===== config.mk =====
export PLATFORM = sky130hd
export DESIGN_NAME = video_frame_buffer
export DESIGN_NICKNAME = d
export VERILOG_FILES = /design/src/logic/frame_buffer_pkg.sv /design/src/logic/buffer_manager.sv /design/src/logic/frame_reader.sv /design/src/logic/frame_writer.sv /design/src/logic/mem_port.sv /design/src/logic/video_frame_buffer.sv
export SDC_FILE = /design/constraint.sdc
export NUM_CORES = 1
export LEC_CHECK = 0
export ABC_AREA = 1
export BUFFER_PORTS_ARGS = -buffer_cell sky130_fd_sc_hd__buf_2
export CORE_MARGIN = 3
export CORE_UTILIZATION = 52
export CTS_CLUSTER_SIZE = 30
export DETAILED_ROUTE_END_ITERATION = 8
export GPL_ROUTABILITY_DRIVEN = 0
export HOLD_SLACK_MARGIN = 0.06
export PLACE_DENSITY_LB_ADDON = 0.25
export SETUP_SLACK_MARGIN = 0.1
export SLEW_MARGIN = 40
export SYNTH_ARGS = -nofsm -noshare
export SYNTH_HDL_FRONTEND = slang
export SYNTH_SLANG_ARGS = --single-unit

===== constraint.sdc =====
create_clock -name clk -period 2.4 [get_ports clk]
set_input_delay 0.48 -clock clk [delete_from_list [all_inputs] [get_ports clk]]
set_output_delay 0.48 -clock clk [all_outputs]
set_load 0.03 [all_outputs]

===== src/logic/frame_buffer_pkg.sv =====
package frame_buffer_pkg;

    // memory side widths
    typedef logic [20:0] mem_addr_t;
    typedef logic [31:0] mem_word_t;

    // one rgb565 pixel
    typedef logic [15:0] pixel_t;

    typedef logic [1:0] buf_idx_t;

    localparam int NUM_BUFFERS = 3;

    typedef enum logic [2:0] {
        BUF_AVAILABLE,
        BUF_WRITE_BUSY,
        BUF_READ_BUSY,
        BUF_DISPLAYED,
        BUF_UPDATED
    } buffer_state_e;

    // shared by the upload and download sessions
    typedef enum logic [3:0] {
        S_IDLE,
        S_START_WAIT,
        S_LOCK,
        S_FIND,
        S_SELECT,
        S_START_FRAME,
        S_FRAME_WAIT,
        S_RELEASE_WAIT,
        S_RELEASE
    } session_state_e;

endpackage


===== src/logic/buffer_manager.sv =====
module buffer_manager
    import frame_buffer_pkg::*;
#(
    parameter int FRAME_WIDTH   = 640,
    parameter int FRAME_HEIGHT  = 480,
    parameter int STARTUP_DELAY = 152
) (
    input  logic      clk,
    input  logic      rst_n,
    input  logic      init_done_i,
    input  logic      write_done_i,
    input  logic      read_done_i,
    output logic      write_start_o,
    output logic      read_start_o,
    output mem_addr_t write_base_o,
    output mem_addr_t read_base_o
);

    localparam int FRAME_WORDS = FRAME_WIDTH * FRAME_HEIGHT / 2;
    localparam int DELAY_W     = $clog2(STARTUP_DELAY + 1);

    session_state_e     up_state;
    session_state_e     dn_state;
    buffer_state_e      buf_state [NUM_BUFFERS];
    buf_idx_t           up_idx;
    buf_idx_t           dn_idx;
    buf_idx_t           up_pick;
    buf_idx_t           dn_pick;
    logic [DELAY_W-1:0] startup_cnt;
    logic               startup_done;
    logic               up_req;
    logic               dn_req;
    logic               up_holds;
    logic               dn_holds;
    logic               up_grant;
    logic               dn_grant;

    function automatic session_state_e session_next(
        input session_state_e st,
        input logic           ready,
        input logic           grant,
        input logic           done
    );
        session_state_e nxt;
        nxt = st;
        case (st)
            S_IDLE:         nxt = ready ? S_LOCK : S_START_WAIT;
            S_START_WAIT:   nxt = ready ? S_LOCK : S_START_WAIT;
            S_LOCK:         nxt = grant ? S_FIND : S_LOCK;
            S_FIND:         nxt = S_SELECT;
            S_SELECT:       nxt = S_START_FRAME;
            S_START_FRAME:  nxt = S_FRAME_WAIT;
            S_FRAME_WAIT:   nxt = done ? S_RELEASE_WAIT : S_FRAME_WAIT;
            S_RELEASE_WAIT: nxt = grant ? S_RELEASE : S_RELEASE_WAIT;
            S_RELEASE:      nxt = S_IDLE;
            default:        nxt = S_IDLE;
        endcase
        return nxt;
    endfunction

    // highest index of the best tier present
    function automatic buf_idx_t pick_buffer(
        input buffer_state_e tbl [NUM_BUFFERS],
        input buffer_state_e first,
        input buffer_state_e second,
        input buffer_state_e third
    );
        buffer_state_e order [3];
        buf_idx_t      idx;
        order[0] = first;
        order[1] = second;
        order[2] = third;
        idx = '0;
        // walk the worst tier first, better tiers overwrite
        for (int p = 2; p >= 0; p--) begin
            for (int i = 0; i < NUM_BUFFERS; i++) begin
                if (tbl[i] == order[p]) begin
                    idx = buf_idx_t'(i);
                end
            end
        end
        return idx;
    endfunction

    function automatic mem_addr_t base_of(input buf_idx_t idx);
        return mem_addr_t'(idx) * mem_addr_t'(FRAME_WORDS);
    endfunction

    assign startup_done = (startup_cnt == DELAY_W'(STARTUP_DELAY));

    // metadata lock, held from find through select and over release
    assign up_req   = (up_state == S_LOCK) || (up_state == S_RELEASE_WAIT);
    assign dn_req   = (dn_state == S_LOCK) || (dn_state == S_RELEASE_WAIT);
    assign up_holds = (up_state == S_FIND) || (up_state == S_SELECT) || (up_state == S_RELEASE);
    assign dn_holds = (dn_state == S_FIND) || (dn_state == S_SELECT) || (dn_state == S_RELEASE);
    assign up_grant = up_req && !dn_holds;
    assign dn_grant = dn_req && !up_holds && !up_req;

    assign up_pick = pick_buffer(buf_state, BUF_DISPLAYED, BUF_AVAILABLE, BUF_UPDATED);
    assign dn_pick = pick_buffer(buf_state, BUF_UPDATED, BUF_AVAILABLE, BUF_DISPLAYED);

    always_ff @(posedge clk or negedge rst_n) begin
        if (!rst_n) begin
            up_state      <= S_IDLE;
            dn_state      <= S_IDLE;
            startup_cnt   <= '0;
            write_start_o <= 1'b0;
            read_start_o  <= 1'b0;
            for (int i = 0; i < NUM_BUFFERS; i++) begin
                buf_state[i] <= BUF_AVAILABLE;
            end
        end else begin
            up_state      <= session_next(up_state, startup_done, up_grant, write_done_i);
            dn_state      <= session_next(dn_state, startup_done, dn_grant, read_done_i);
            write_start_o <= (up_state == S_SELECT);
            read_start_o  <= (dn_state == S_SELECT);
            if (init_done_i && !startup_done) begin
                startup_cnt <= startup_cnt + 1'b1;
            end
            if (up_state == S_SELECT) begin
                buf_state[up_idx] <= BUF_WRITE_BUSY;
            end else if (up_state == S_RELEASE) begin
                buf_state[up_idx] <= BUF_UPDATED;
            end
            if (dn_state == S_SELECT) begin
                buf_state[dn_idx] <= BUF_READ_BUSY;
            end else if (dn_state == S_RELEASE) begin
                buf_state[dn_idx] <= BUF_DISPLAYED;
            end
        end
    end

    always_ff @(posedge clk) begin
        if (up_state == S_FIND) begin
            up_idx <= up_pick;
        end
        if (dn_state == S_FIND) begin
            dn_idx <= dn_pick;
        end
        if (up_state == S_SELECT) begin
            write_base_o <= base_of(up_idx);
        end
        if (dn_state == S_SELECT) begin
            read_base_o <= base_of(dn_idx);
        end
    end

endmodule


===== src/logic/frame_reader.sv =====
module frame_reader
    import frame_buffer_pkg::*;
#(
    parameter int FRAME_WIDTH  = 640,
    parameter int FRAME_HEIGHT = 480
) (
    input  logic      clk,
    input  logic      rst_n,
    input  logic      start_i,
    input  mem_addr_t base_i,
    input  logic      grant_i,
    input  mem_word_t rd_data_i,
    input  logic      rd_data_valid_i,
    input  logic      store_queue_full_i,
    output logic      req_o,
    output mem_addr_t addr_o,
    output logic      store_wr_en_o,
    output pixel_t    store_queue_data_o,
    output logic      done_o
);

    localparam int FRAME_WORDS = FRAME_WIDTH * FRAME_HEIGHT / 2;
    localparam int CNT_W       = $clog2(FRAME_WORDS + 1);

    typedef enum logic [2:0] {
        R_IDLE,
        R_REQ,
        R_WAIT,
        R_LOW,
        R_HIGH
    } rd_state_e;

    rd_state_e        state;
    logic [CNT_W-1:0] word_cnt;
    mem_addr_t        base;
    mem_word_t        rd_word;
    logic             last_word;

    assign req_o     = (state == R_REQ);
    assign addr_o    = base + mem_addr_t'(word_cnt);
    // counter already moved past the word being unpacked
    assign last_word = (word_cnt == CNT_W'(FRAME_WORDS));

    // low pixel first, then the high one
    assign store_wr_en_o      = ((state == R_LOW) || (state == R_HIGH)) && !store_queue_full_i;
    assign store_queue_data_o = (state == R_HIGH) ? rd_word[31:16] : rd_word[15:0];

    always_ff @(posedge clk or negedge rst_n) begin
        if (!rst_n) begin
            state    <= R_IDLE;
            word_cnt <= '0;
            done_o   <= 1'b0;
        end else begin
            done_o <= 1'b0;
            case (state)
                R_IDLE: begin
                    if (start_i) begin
                        word_cnt <= '0;
                        state    <= R_REQ;
                    end
                end
                R_REQ: begin
                    if (grant_i) begin
                        word_cnt <= word_cnt + 1'b1;
                        state    <= R_WAIT;
                    end
                end
                R_WAIT: begin
                    if (rd_data_valid_i) begin
                        state <= R_LOW;
                    end
                end
                R_LOW: begin
                    if (store_wr_en_o) begin
                        state <= R_HIGH;
                    end
                end
                R_HIGH: begin
                    if (store_wr_en_o) begin
                        done_o <= last_word;
                        state  <= last_word ? R_IDLE : R_REQ;
                    end
                end
                default: state <= R_IDLE;
            endcase
        end
    end

    always_ff @(posedge clk) begin
        if (start_i && state == R_IDLE) begin
            base <= base_i;
        end
        if (rd_data_valid_i && state == R_WAIT) begin
            rd_word <= rd_data_i;
        end
    end

endmodule


===== src/logic/frame_writer.sv =====
module frame_writer
    import frame_buffer_pkg::*;
#(
    parameter int FRAME_WIDTH  = 640,
    parameter int FRAME_HEIGHT = 480
) (
    input  logic      clk,
    input  logic      rst_n,
    input  logic      start_i,
    input  mem_addr_t base_i,
    input  logic      load_queue_empty_i,
    input  pixel_t    load_queue_data_i,
    input  logic      grant_i,
    output logic      load_rd_en_o,
    output logic      req_o,
    output mem_addr_t addr_o,
    output mem_word_t data_o,
    output logic      done_o
);

    localparam int FRAME_WORDS = FRAME_WIDTH * FRAME_HEIGHT / 2;
    localparam int CNT_W       = $clog2(FRAME_WORDS + 1);
    localparam logic [CNT_W-1:0] LAST_WORD = CNT_W'(FRAME_WORDS - 1);

    typedef enum logic [1:0] {
        W_IDLE,
        W_LOW,
        W_HIGH,
        W_REQ
    } wr_state_e;

    wr_state_e        state;
    logic [CNT_W-1:0] word_cnt;
    mem_addr_t        base;
    pixel_t           pix_lo;
    pixel_t           pix_hi;

    // fwft queue, data is valid while not empty
    assign load_rd_en_o = ((state == W_LOW) || (state == W_HIGH)) && !load_queue_empty_i;
    assign req_o        = (state == W_REQ);
    assign addr_o       = base + mem_addr_t'(word_cnt);
    assign data_o       = {pix_hi, pix_lo};

    always_ff @(posedge clk or negedge rst_n) begin
        if (!rst_n) begin
            state    <= W_IDLE;
            word_cnt <= '0;
            done_o   <= 1'b0;
        end else begin
            done_o <= 1'b0;
            case (state)
                W_IDLE: begin
                    if (start_i) begin
                        word_cnt <= '0;
                        state    <= W_LOW;
                    end
                end
                W_LOW: begin
                    if (load_rd_en_o) begin
                        state <= W_HIGH;
                    end
                end
                W_HIGH: begin
                    if (load_rd_en_o) begin
                        state <= W_REQ;
                    end
                end
                W_REQ: begin
                    if (grant_i) begin
                        word_cnt <= word_cnt + 1'b1;
                        done_o   <= (word_cnt == LAST_WORD);
                        state    <= (word_cnt == LAST_WORD) ? W_IDLE : W_LOW;
                    end
                end
                default: state <= W_IDLE;
            endcase
        end
    end

    always_ff @(posedge clk) begin
        if (start_i && state == W_IDLE) begin
            base <= base_i;
        end
        if (load_rd_en_o && state == W_LOW) begin
            pix_lo <= load_queue_data_i;
        end
        if (load_rd_en_o && state == W_HIGH) begin
            pix_hi <= load_queue_data_i;
        end
    end

endmodule


===== src/logic/mem_port.sv =====
module mem_port
    import frame_buffer_pkg::*;
#(
    parameter int CMD_GAP = 19
) (
    input  logic      clk,
    input  logic      rst_n,
    input  logic      write_req_i,
    input  mem_addr_t write_addr_i,
    input  mem_word_t write_data_i,
    input  logic      read_req_i,
    input  mem_addr_t read_addr_i,
    input  logic      rd_data_valid_i,
    output logic      write_grant_o,
    output logic      read_grant_o,
    output mem_addr_t addr_o,
    output logic      cmd_o,
    output logic      cmd_en_o,
    output mem_word_t wr_data_o
);

    localparam int GAP_W = $clog2(CMD_GAP + 1);

    logic [GAP_W-1:0] gap_cnt;
    logic             gap_ok;
    logic             rd_pending;
    logic             last_read;
    logic             read_ready;

    assign gap_ok     = (gap_cnt == '0);
    // one read in flight at most
    assign read_ready = read_req_i && !rd_pending;

    // writer goes first only right after a read, which alternates the two
    assign write_grant_o = gap_ok && write_req_i && (!read_ready || last_read);
    assign read_grant_o  = gap_ok && read_ready && !(write_req_i && last_read);

    assign cmd_en_o  = write_grant_o || read_grant_o;
    assign cmd_o     = write_grant_o;
    assign addr_o    = write_grant_o ? write_addr_i : (read_grant_o ? read_addr_i : '0);
    assign wr_data_o = write_grant_o ? write_data_i : '0;

    always_ff @(posedge clk or negedge rst_n) begin
        if (!rst_n) begin
            gap_cnt    <= '0;
            rd_pending <= 1'b0;
            last_read  <= 1'b0;
        end else begin
            if (cmd_en_o) begin
                gap_cnt <= GAP_W'(CMD_GAP - 1);
            end else if (!gap_ok) begin
                gap_cnt <= gap_cnt - 1'b1;
            end
            if (read_grant_o) begin
                rd_pending <= 1'b1;
                last_read  <= 1'b1;
            end else begin
                if (rd_data_valid_i) begin
                    rd_pending <= 1'b0;
                end
                if (write_grant_o) begin
                    last_read <= 1'b0;
                end
            end
        end
    end

endmodule


===== src/logic/video_frame_buffer.sv =====
module video_frame_buffer
    import frame_buffer_pkg::*;
#(
    parameter int FRAME_WIDTH   = 640,
    parameter int FRAME_HEIGHT  = 480,
    parameter int STARTUP_DELAY = 152,
    parameter int CMD_GAP       = 19
) (
    input  logic      clk,
    input  logic      rst_n,
    input  logic      init_done_i,
    output mem_addr_t addr_o,
    output logic      cmd_o,
    output logic      cmd_en_o,
    output mem_word_t wr_data_o,
    input  mem_word_t rd_data_i,
    input  logic      rd_data_valid_i,
    output logic      load_rd_en_o,
    input  logic      load_queue_empty_i,
    input  pixel_t    load_queue_data_i,
    output logic      store_wr_en_o,
    input  logic      store_queue_full_i,
    output pixel_t    store_queue_data_o
);

    logic      write_start;
    logic      read_start;
    mem_addr_t write_base;
    mem_addr_t read_base;
    logic      write_done;
    logic      read_done;
    logic      write_req;
    logic      write_grant;
    mem_addr_t write_addr;
    mem_word_t write_data;
    logic      read_req;
    logic      read_grant;
    mem_addr_t read_addr;

    buffer_manager #(
        .FRAME_WIDTH  (FRAME_WIDTH),
        .FRAME_HEIGHT (FRAME_HEIGHT),
        .STARTUP_DELAY(STARTUP_DELAY)
    ) u_buffer_manager (
        .clk          (clk),
        .rst_n        (rst_n),
        .init_done_i  (init_done_i),
        .write_done_i (write_done),
        .read_done_i  (read_done),
        .write_start_o(write_start),
        .read_start_o (read_start),
        .write_base_o (write_base),
        .read_base_o  (read_base)
    );

    frame_writer #(
        .FRAME_WIDTH (FRAME_WIDTH),
        .FRAME_HEIGHT(FRAME_HEIGHT)
    ) u_frame_writer (
        .clk               (clk),
        .rst_n             (rst_n),
        .start_i           (write_start),
        .base_i            (write_base),
        .load_queue_empty_i(load_queue_empty_i),
        .load_queue_data_i (load_queue_data_i),
        .grant_i           (write_grant),
        .load_rd_en_o      (load_rd_en_o),
        .req_o             (write_req),
        .addr_o            (write_addr),
        .data_o            (write_data),
        .done_o            (write_done)
    );

    frame_reader #(
        .FRAME_WIDTH (FRAME_WIDTH),
        .FRAME_HEIGHT(FRAME_HEIGHT)
    ) u_frame_reader (
        .clk               (clk),
        .rst_n             (rst_n),
        .start_i           (read_start),
        .base_i            (read_base),
        .grant_i           (read_grant),
        .rd_data_i         (rd_data_i),
        .rd_data_valid_i   (rd_data_valid_i),
        .store_queue_full_i(store_queue_full_i),
        .req_o             (read_req),
        .addr_o            (read_addr),
        .store_wr_en_o     (store_wr_en_o),
        .store_queue_data_o(store_queue_data_o),
        .done_o            (read_done)
    );

    mem_port #(
        .CMD_GAP(CMD_GAP)
    ) u_mem_port (
        .clk            (clk),
        .rst_n          (rst_n),
        .write_req_i    (write_req),
        .write_addr_i   (write_addr),
        .write_data_i   (write_data),
        .read_req_i     (read_req),
        .read_addr_i    (read_addr),
        .rd_data_valid_i(rd_data_valid_i),
        .write_grant_o  (write_grant),
        .read_grant_o   (read_grant),
        .addr_o         (addr_o),
        .cmd_o          (cmd_o),
        .cmd_en_o       (cmd_en_o),
        .wr_data_o      (wr_data_o)
    );

endmodule


==> metrics.md <==
| Metric | Value |
|---|---|
| Final WS setup | -0.313 ns |
| Crit. End Element | output port |
| FF/Latch Area | 4690 sq um |
| Synthesized cell area | 8970 sq um |
| CTS tree | built |
| Post-synth EDFFs | 92 |
| Die width | 137 microns |
| Post-synth net total | 1133 |
| First-pass GRT wire length | 38600 microns |
| Vias | 8194 |
| Drt wl/cell | 17.6 microns |
| Vias in the first global route | 7687 |
| Clock latency on the worst-skew pair | 0.43 ns |
| Ys Warns | 0 |
| Total inserted antenna cells | 0 |
| CTS Buffer Depth | 2 |
| Asr flop ratio synth | 0.456 |
| Worst VDD drop | 0.561 mV |
| R2r endpoint | u_frame_writer.word_cnt[13] |
| Routed Antenna Nets | 0 |
| Ys flop type | edfxtp_1 |
| Hold WC Path Type | in -> reg |
| Arr. time, crit path | 2.23 ns |
| Worst Hold Launch | rd_data_i[22] |
| Rows | 47 |
| Starting Density | 0.535 |
| Boundary Pins | 127 |
| Max Cap Viol | 0 |
| Drt drc | 0 |
| Die Y | 137 microns |
| DRT iter0 DRCs | 770 |
| R2R setup slack | 0.15 ns |
| Antenna violations before repair | 0 |
| WS Path Type | reg -> out |
| Final std cells w/o fill | 1494 |
| Crit path required time | 1.92 ns |
| CTS root buf | clkbuf_16 |
| Fillers | 1133 |
| Final net count | 1350 |
| Clock Sinks | 169 |
| Leakage power | 5.75 nW |
| Synth cell types | 43 |
| Critical path cell sequence | ha_2, fa_2, buf_4, buf_6, buf_6, a21oi_2, o21ai_1, nand2_1, buf_6 |
| Pwr/cell area | 551 nW/um^2 |
| Setup Skew | 0.0140 ns |
| Hold Fails Final Rpt | 0 |
| Setup violators final | 54 |
| Ratio of cells with drive above 1 in the final layout | 0.305 |
| Clock buffer count from CTS | 17 |
| Slew Viols, Final | 0 |
| DP HPWL | 15700 microns |
| Critical Path Fanout Max | 2 |
| RSZ-0062 raised after global routing | yes |
| CORE AREA | 16800 sq um |
| Fmax | 369 MHz |
| Slowest cell on crit path | dfrtp_1 |
| Worst setup SP type | register |
| Detailed Route WL | 26300 microns |
| Total Routing Usage GR | 0.264 |
| Flops & latches, synth | 169 |
| Area of the multi-input gates | 4260 sq um |
| Pre-antenna DRT Iters | 7 |
| CP max stage delay | 0.39 ns |
| Cell count after synthesis | 1044 |
| Final worst path period share | 1.13 |
| Largest net degree at the start of global routing | 36 |
| Outcome | complete, but fails checks |
| Hold EP | u_frame_reader.rd_word[22] |
| Final Util | 0.734 |
| Most used cell, CP | buf_6 |
| Clk slew on worst S/H paths | 0.07 ns |
| Violated checks | negative setup slack |
| WHS Path Cells | 1 |
| IO Port Bufs | 125 |
| Total negative slack | -8.56 ns |
| Via density | 5.48 |
| H-tree lvl count | 4 |
| Die Area | 18900 sq um |
| Tmin final | 2.71 ns |
| GR Overflow Total | 0 |
| Sequential area share after synthesis | 0.523 |
| Mapped Avg Cell Area | 8.59 sq um |
| Layout area overhead | 37.1% |
| Reg2reg path depth | 12 |
| Placed Cells | 1401 |
| Worst R2R Start | u_mem_port.gap_cnt[0] |
==> through the flow <==
step	total power, mW	setup slack [ns]	instance area, sq um	hold WS [ns]
final	6.78	-0.313	12300	0.226
after global routing	7.03	-0.358	12300	0.208
after CTS	6.74	-0.248	11800	0.209
after detailed placement	4.00	-0.0169	9980	0.406
after global placement	3.98	0.0182	9980	0.400
after floorplan	3.80	0.0802	8980	0.184
==> power by group <==
| group | total, mW | internal (mW) | switching (mW) |
|---|---|---|---|
| combinational | 0.743 | 0.278 | 0.465 |
| clock | 2.74 | 1.54 | 1.20 |
| sequential | 3.30 | 3.19 | 0.109 |
| total | 6.78 | 5.01 | 1.77 |
==> critical path: cells and delay by family, from the launching register on <==
| kind | cells | cell delay, ns |
|---|---|---|
| buffers and inverters | 4 | 0.49 |
| flip-flops | 1 | 0.39 |
| adder cells (fa/ha/maj) | 2 | 0.56 |
| AO/OA/AOI/OAI | 2 | 0.23 |
| AND/OR/NAND/NOR | 1 | 0.12 |
==> cell usage in the layout (no fill, tap or decap), types with 18 or more instances in the layout <==
cell type | netlist | layout
a21oi_1 | 29 | 21
buf_2 | 6 | 65
buf_4 | 2 | 62
buf_6 | 4 | 62
clkbuf_16 | 0 | 18
dfrtp_1 | 77 | 75
edfxtp_1 | 92 | 92
ha_1 | 33 | 21
inv_1 | 152 | 147
nand2_1 | 276 | 255
nand2_2 | 9 | 20
nand3_1 | 64 | 57
nand4_1 | 32 | 32
nor2_1 | 122 | 85
nor2_4 | 7 | 41
nor3_1 | 19 | 19
o21ai_0 | 40 | 20
o21ai_1 | 14 | 23
==> per-layer routing <==
layer | track usage | wire [microns] | up-vias
li1 | - | - | 3826
met1 | 0.326 | 9680 | 3873
met2 | 0.453 | 13500 | 390
met3 | 0.0573 | 1820 | 105
met4 | 0.101 | 1330 | 0
met5 | 0 | 0 | -
==> how the worst max path moves through the flow <==
stage                                           start    endpoint  slack (ns)  cells after the start
after global routing          u_frame_writer.base[17]  addr_o[13]       -0.36                      9
after CTS                     u_frame_writer.base[17]  addr_o[17]       -0.25                     10
after detailed placement      u_frame_writer.base[17]  addr_o[17]       -0.02                     10
final                     u_frame_writer.word_cnt[11]  addr_o[13]       -0.31                      9
after global placement        u_frame_writer.base[17]  addr_o[17]        0.02                     10
after floorplan               u_frame_writer.state[0]  addr_o[10]        0.08                      7
==> cells by family after synthesis <==
family,count (synthesis),share of synthesized area
other cells,1,0.000418
simple gates,545,0.265
flops,169,0.523
buf+inv,175,0.0813
compound gates,101,0.0622
fa+ha+maj,35,0.0505
xor+xnor,18,0.0176
==> cells in the mapped netlist, types with 14 or more instances <==
cell type  instances  share of area
a21oi_1           29          0.016
ha_1              33          0.046
dfrtp_1           77           0.21
nand3_1           64          0.036
edfxtp_1          92           0.31
nor3_1            19          0.011
nor2_1           122          0.051
nand2_1          276           0.12
nand4_1           32          0.022
o21ai_1           14         0.0078
o21ai_0           40          0.022
xor2_1            16          0.016
inv_1            152          0.064
==> state kept, by name, summed over array words and instances (netlist names), 3 cells and up <==
register,cells
u_frame_writer.base,6
u_frame_writer.pix_hi,16
u_mem_port.gap_cnt,5
u_buffer_manager.startup_cnt,8
u_buffer_manager.read_base_o,6
u_frame_reader.rd_word,32
u_frame_writer.pix_lo,16
u_buffer_manager.dn_state,4
u_frame_reader.word_cnt,18
u_frame_writer.word_cnt,18
u_buffer_manager.buf_state,9
u_buffer_manager.write_base_o,6
u_frame_reader.base,6
u_frame_reader.state,3
u_buffer_manager.up_state,4
==> layout make-up <==
type	instances	share of cell area
sequential	169	0.381
multi-input combinational	703	0.347
timing repair buffer	210	0.153
inverter	160	0.0498
clock buffer	19	0.0352
tap	220	0.0224
clock inverter	13	0.0116
==> repair_timing <==
item,4_1_cts,5_1_grt
pin swaps,31,24
gates resized for setup,253,77
hold endpoints to repair,32,0
buffers inserted,31,23
cloned,6,3
setup endpoints to repair,70,86
hold buffers,1,0
Note: power is estimated with default switching activity, not from simulation.
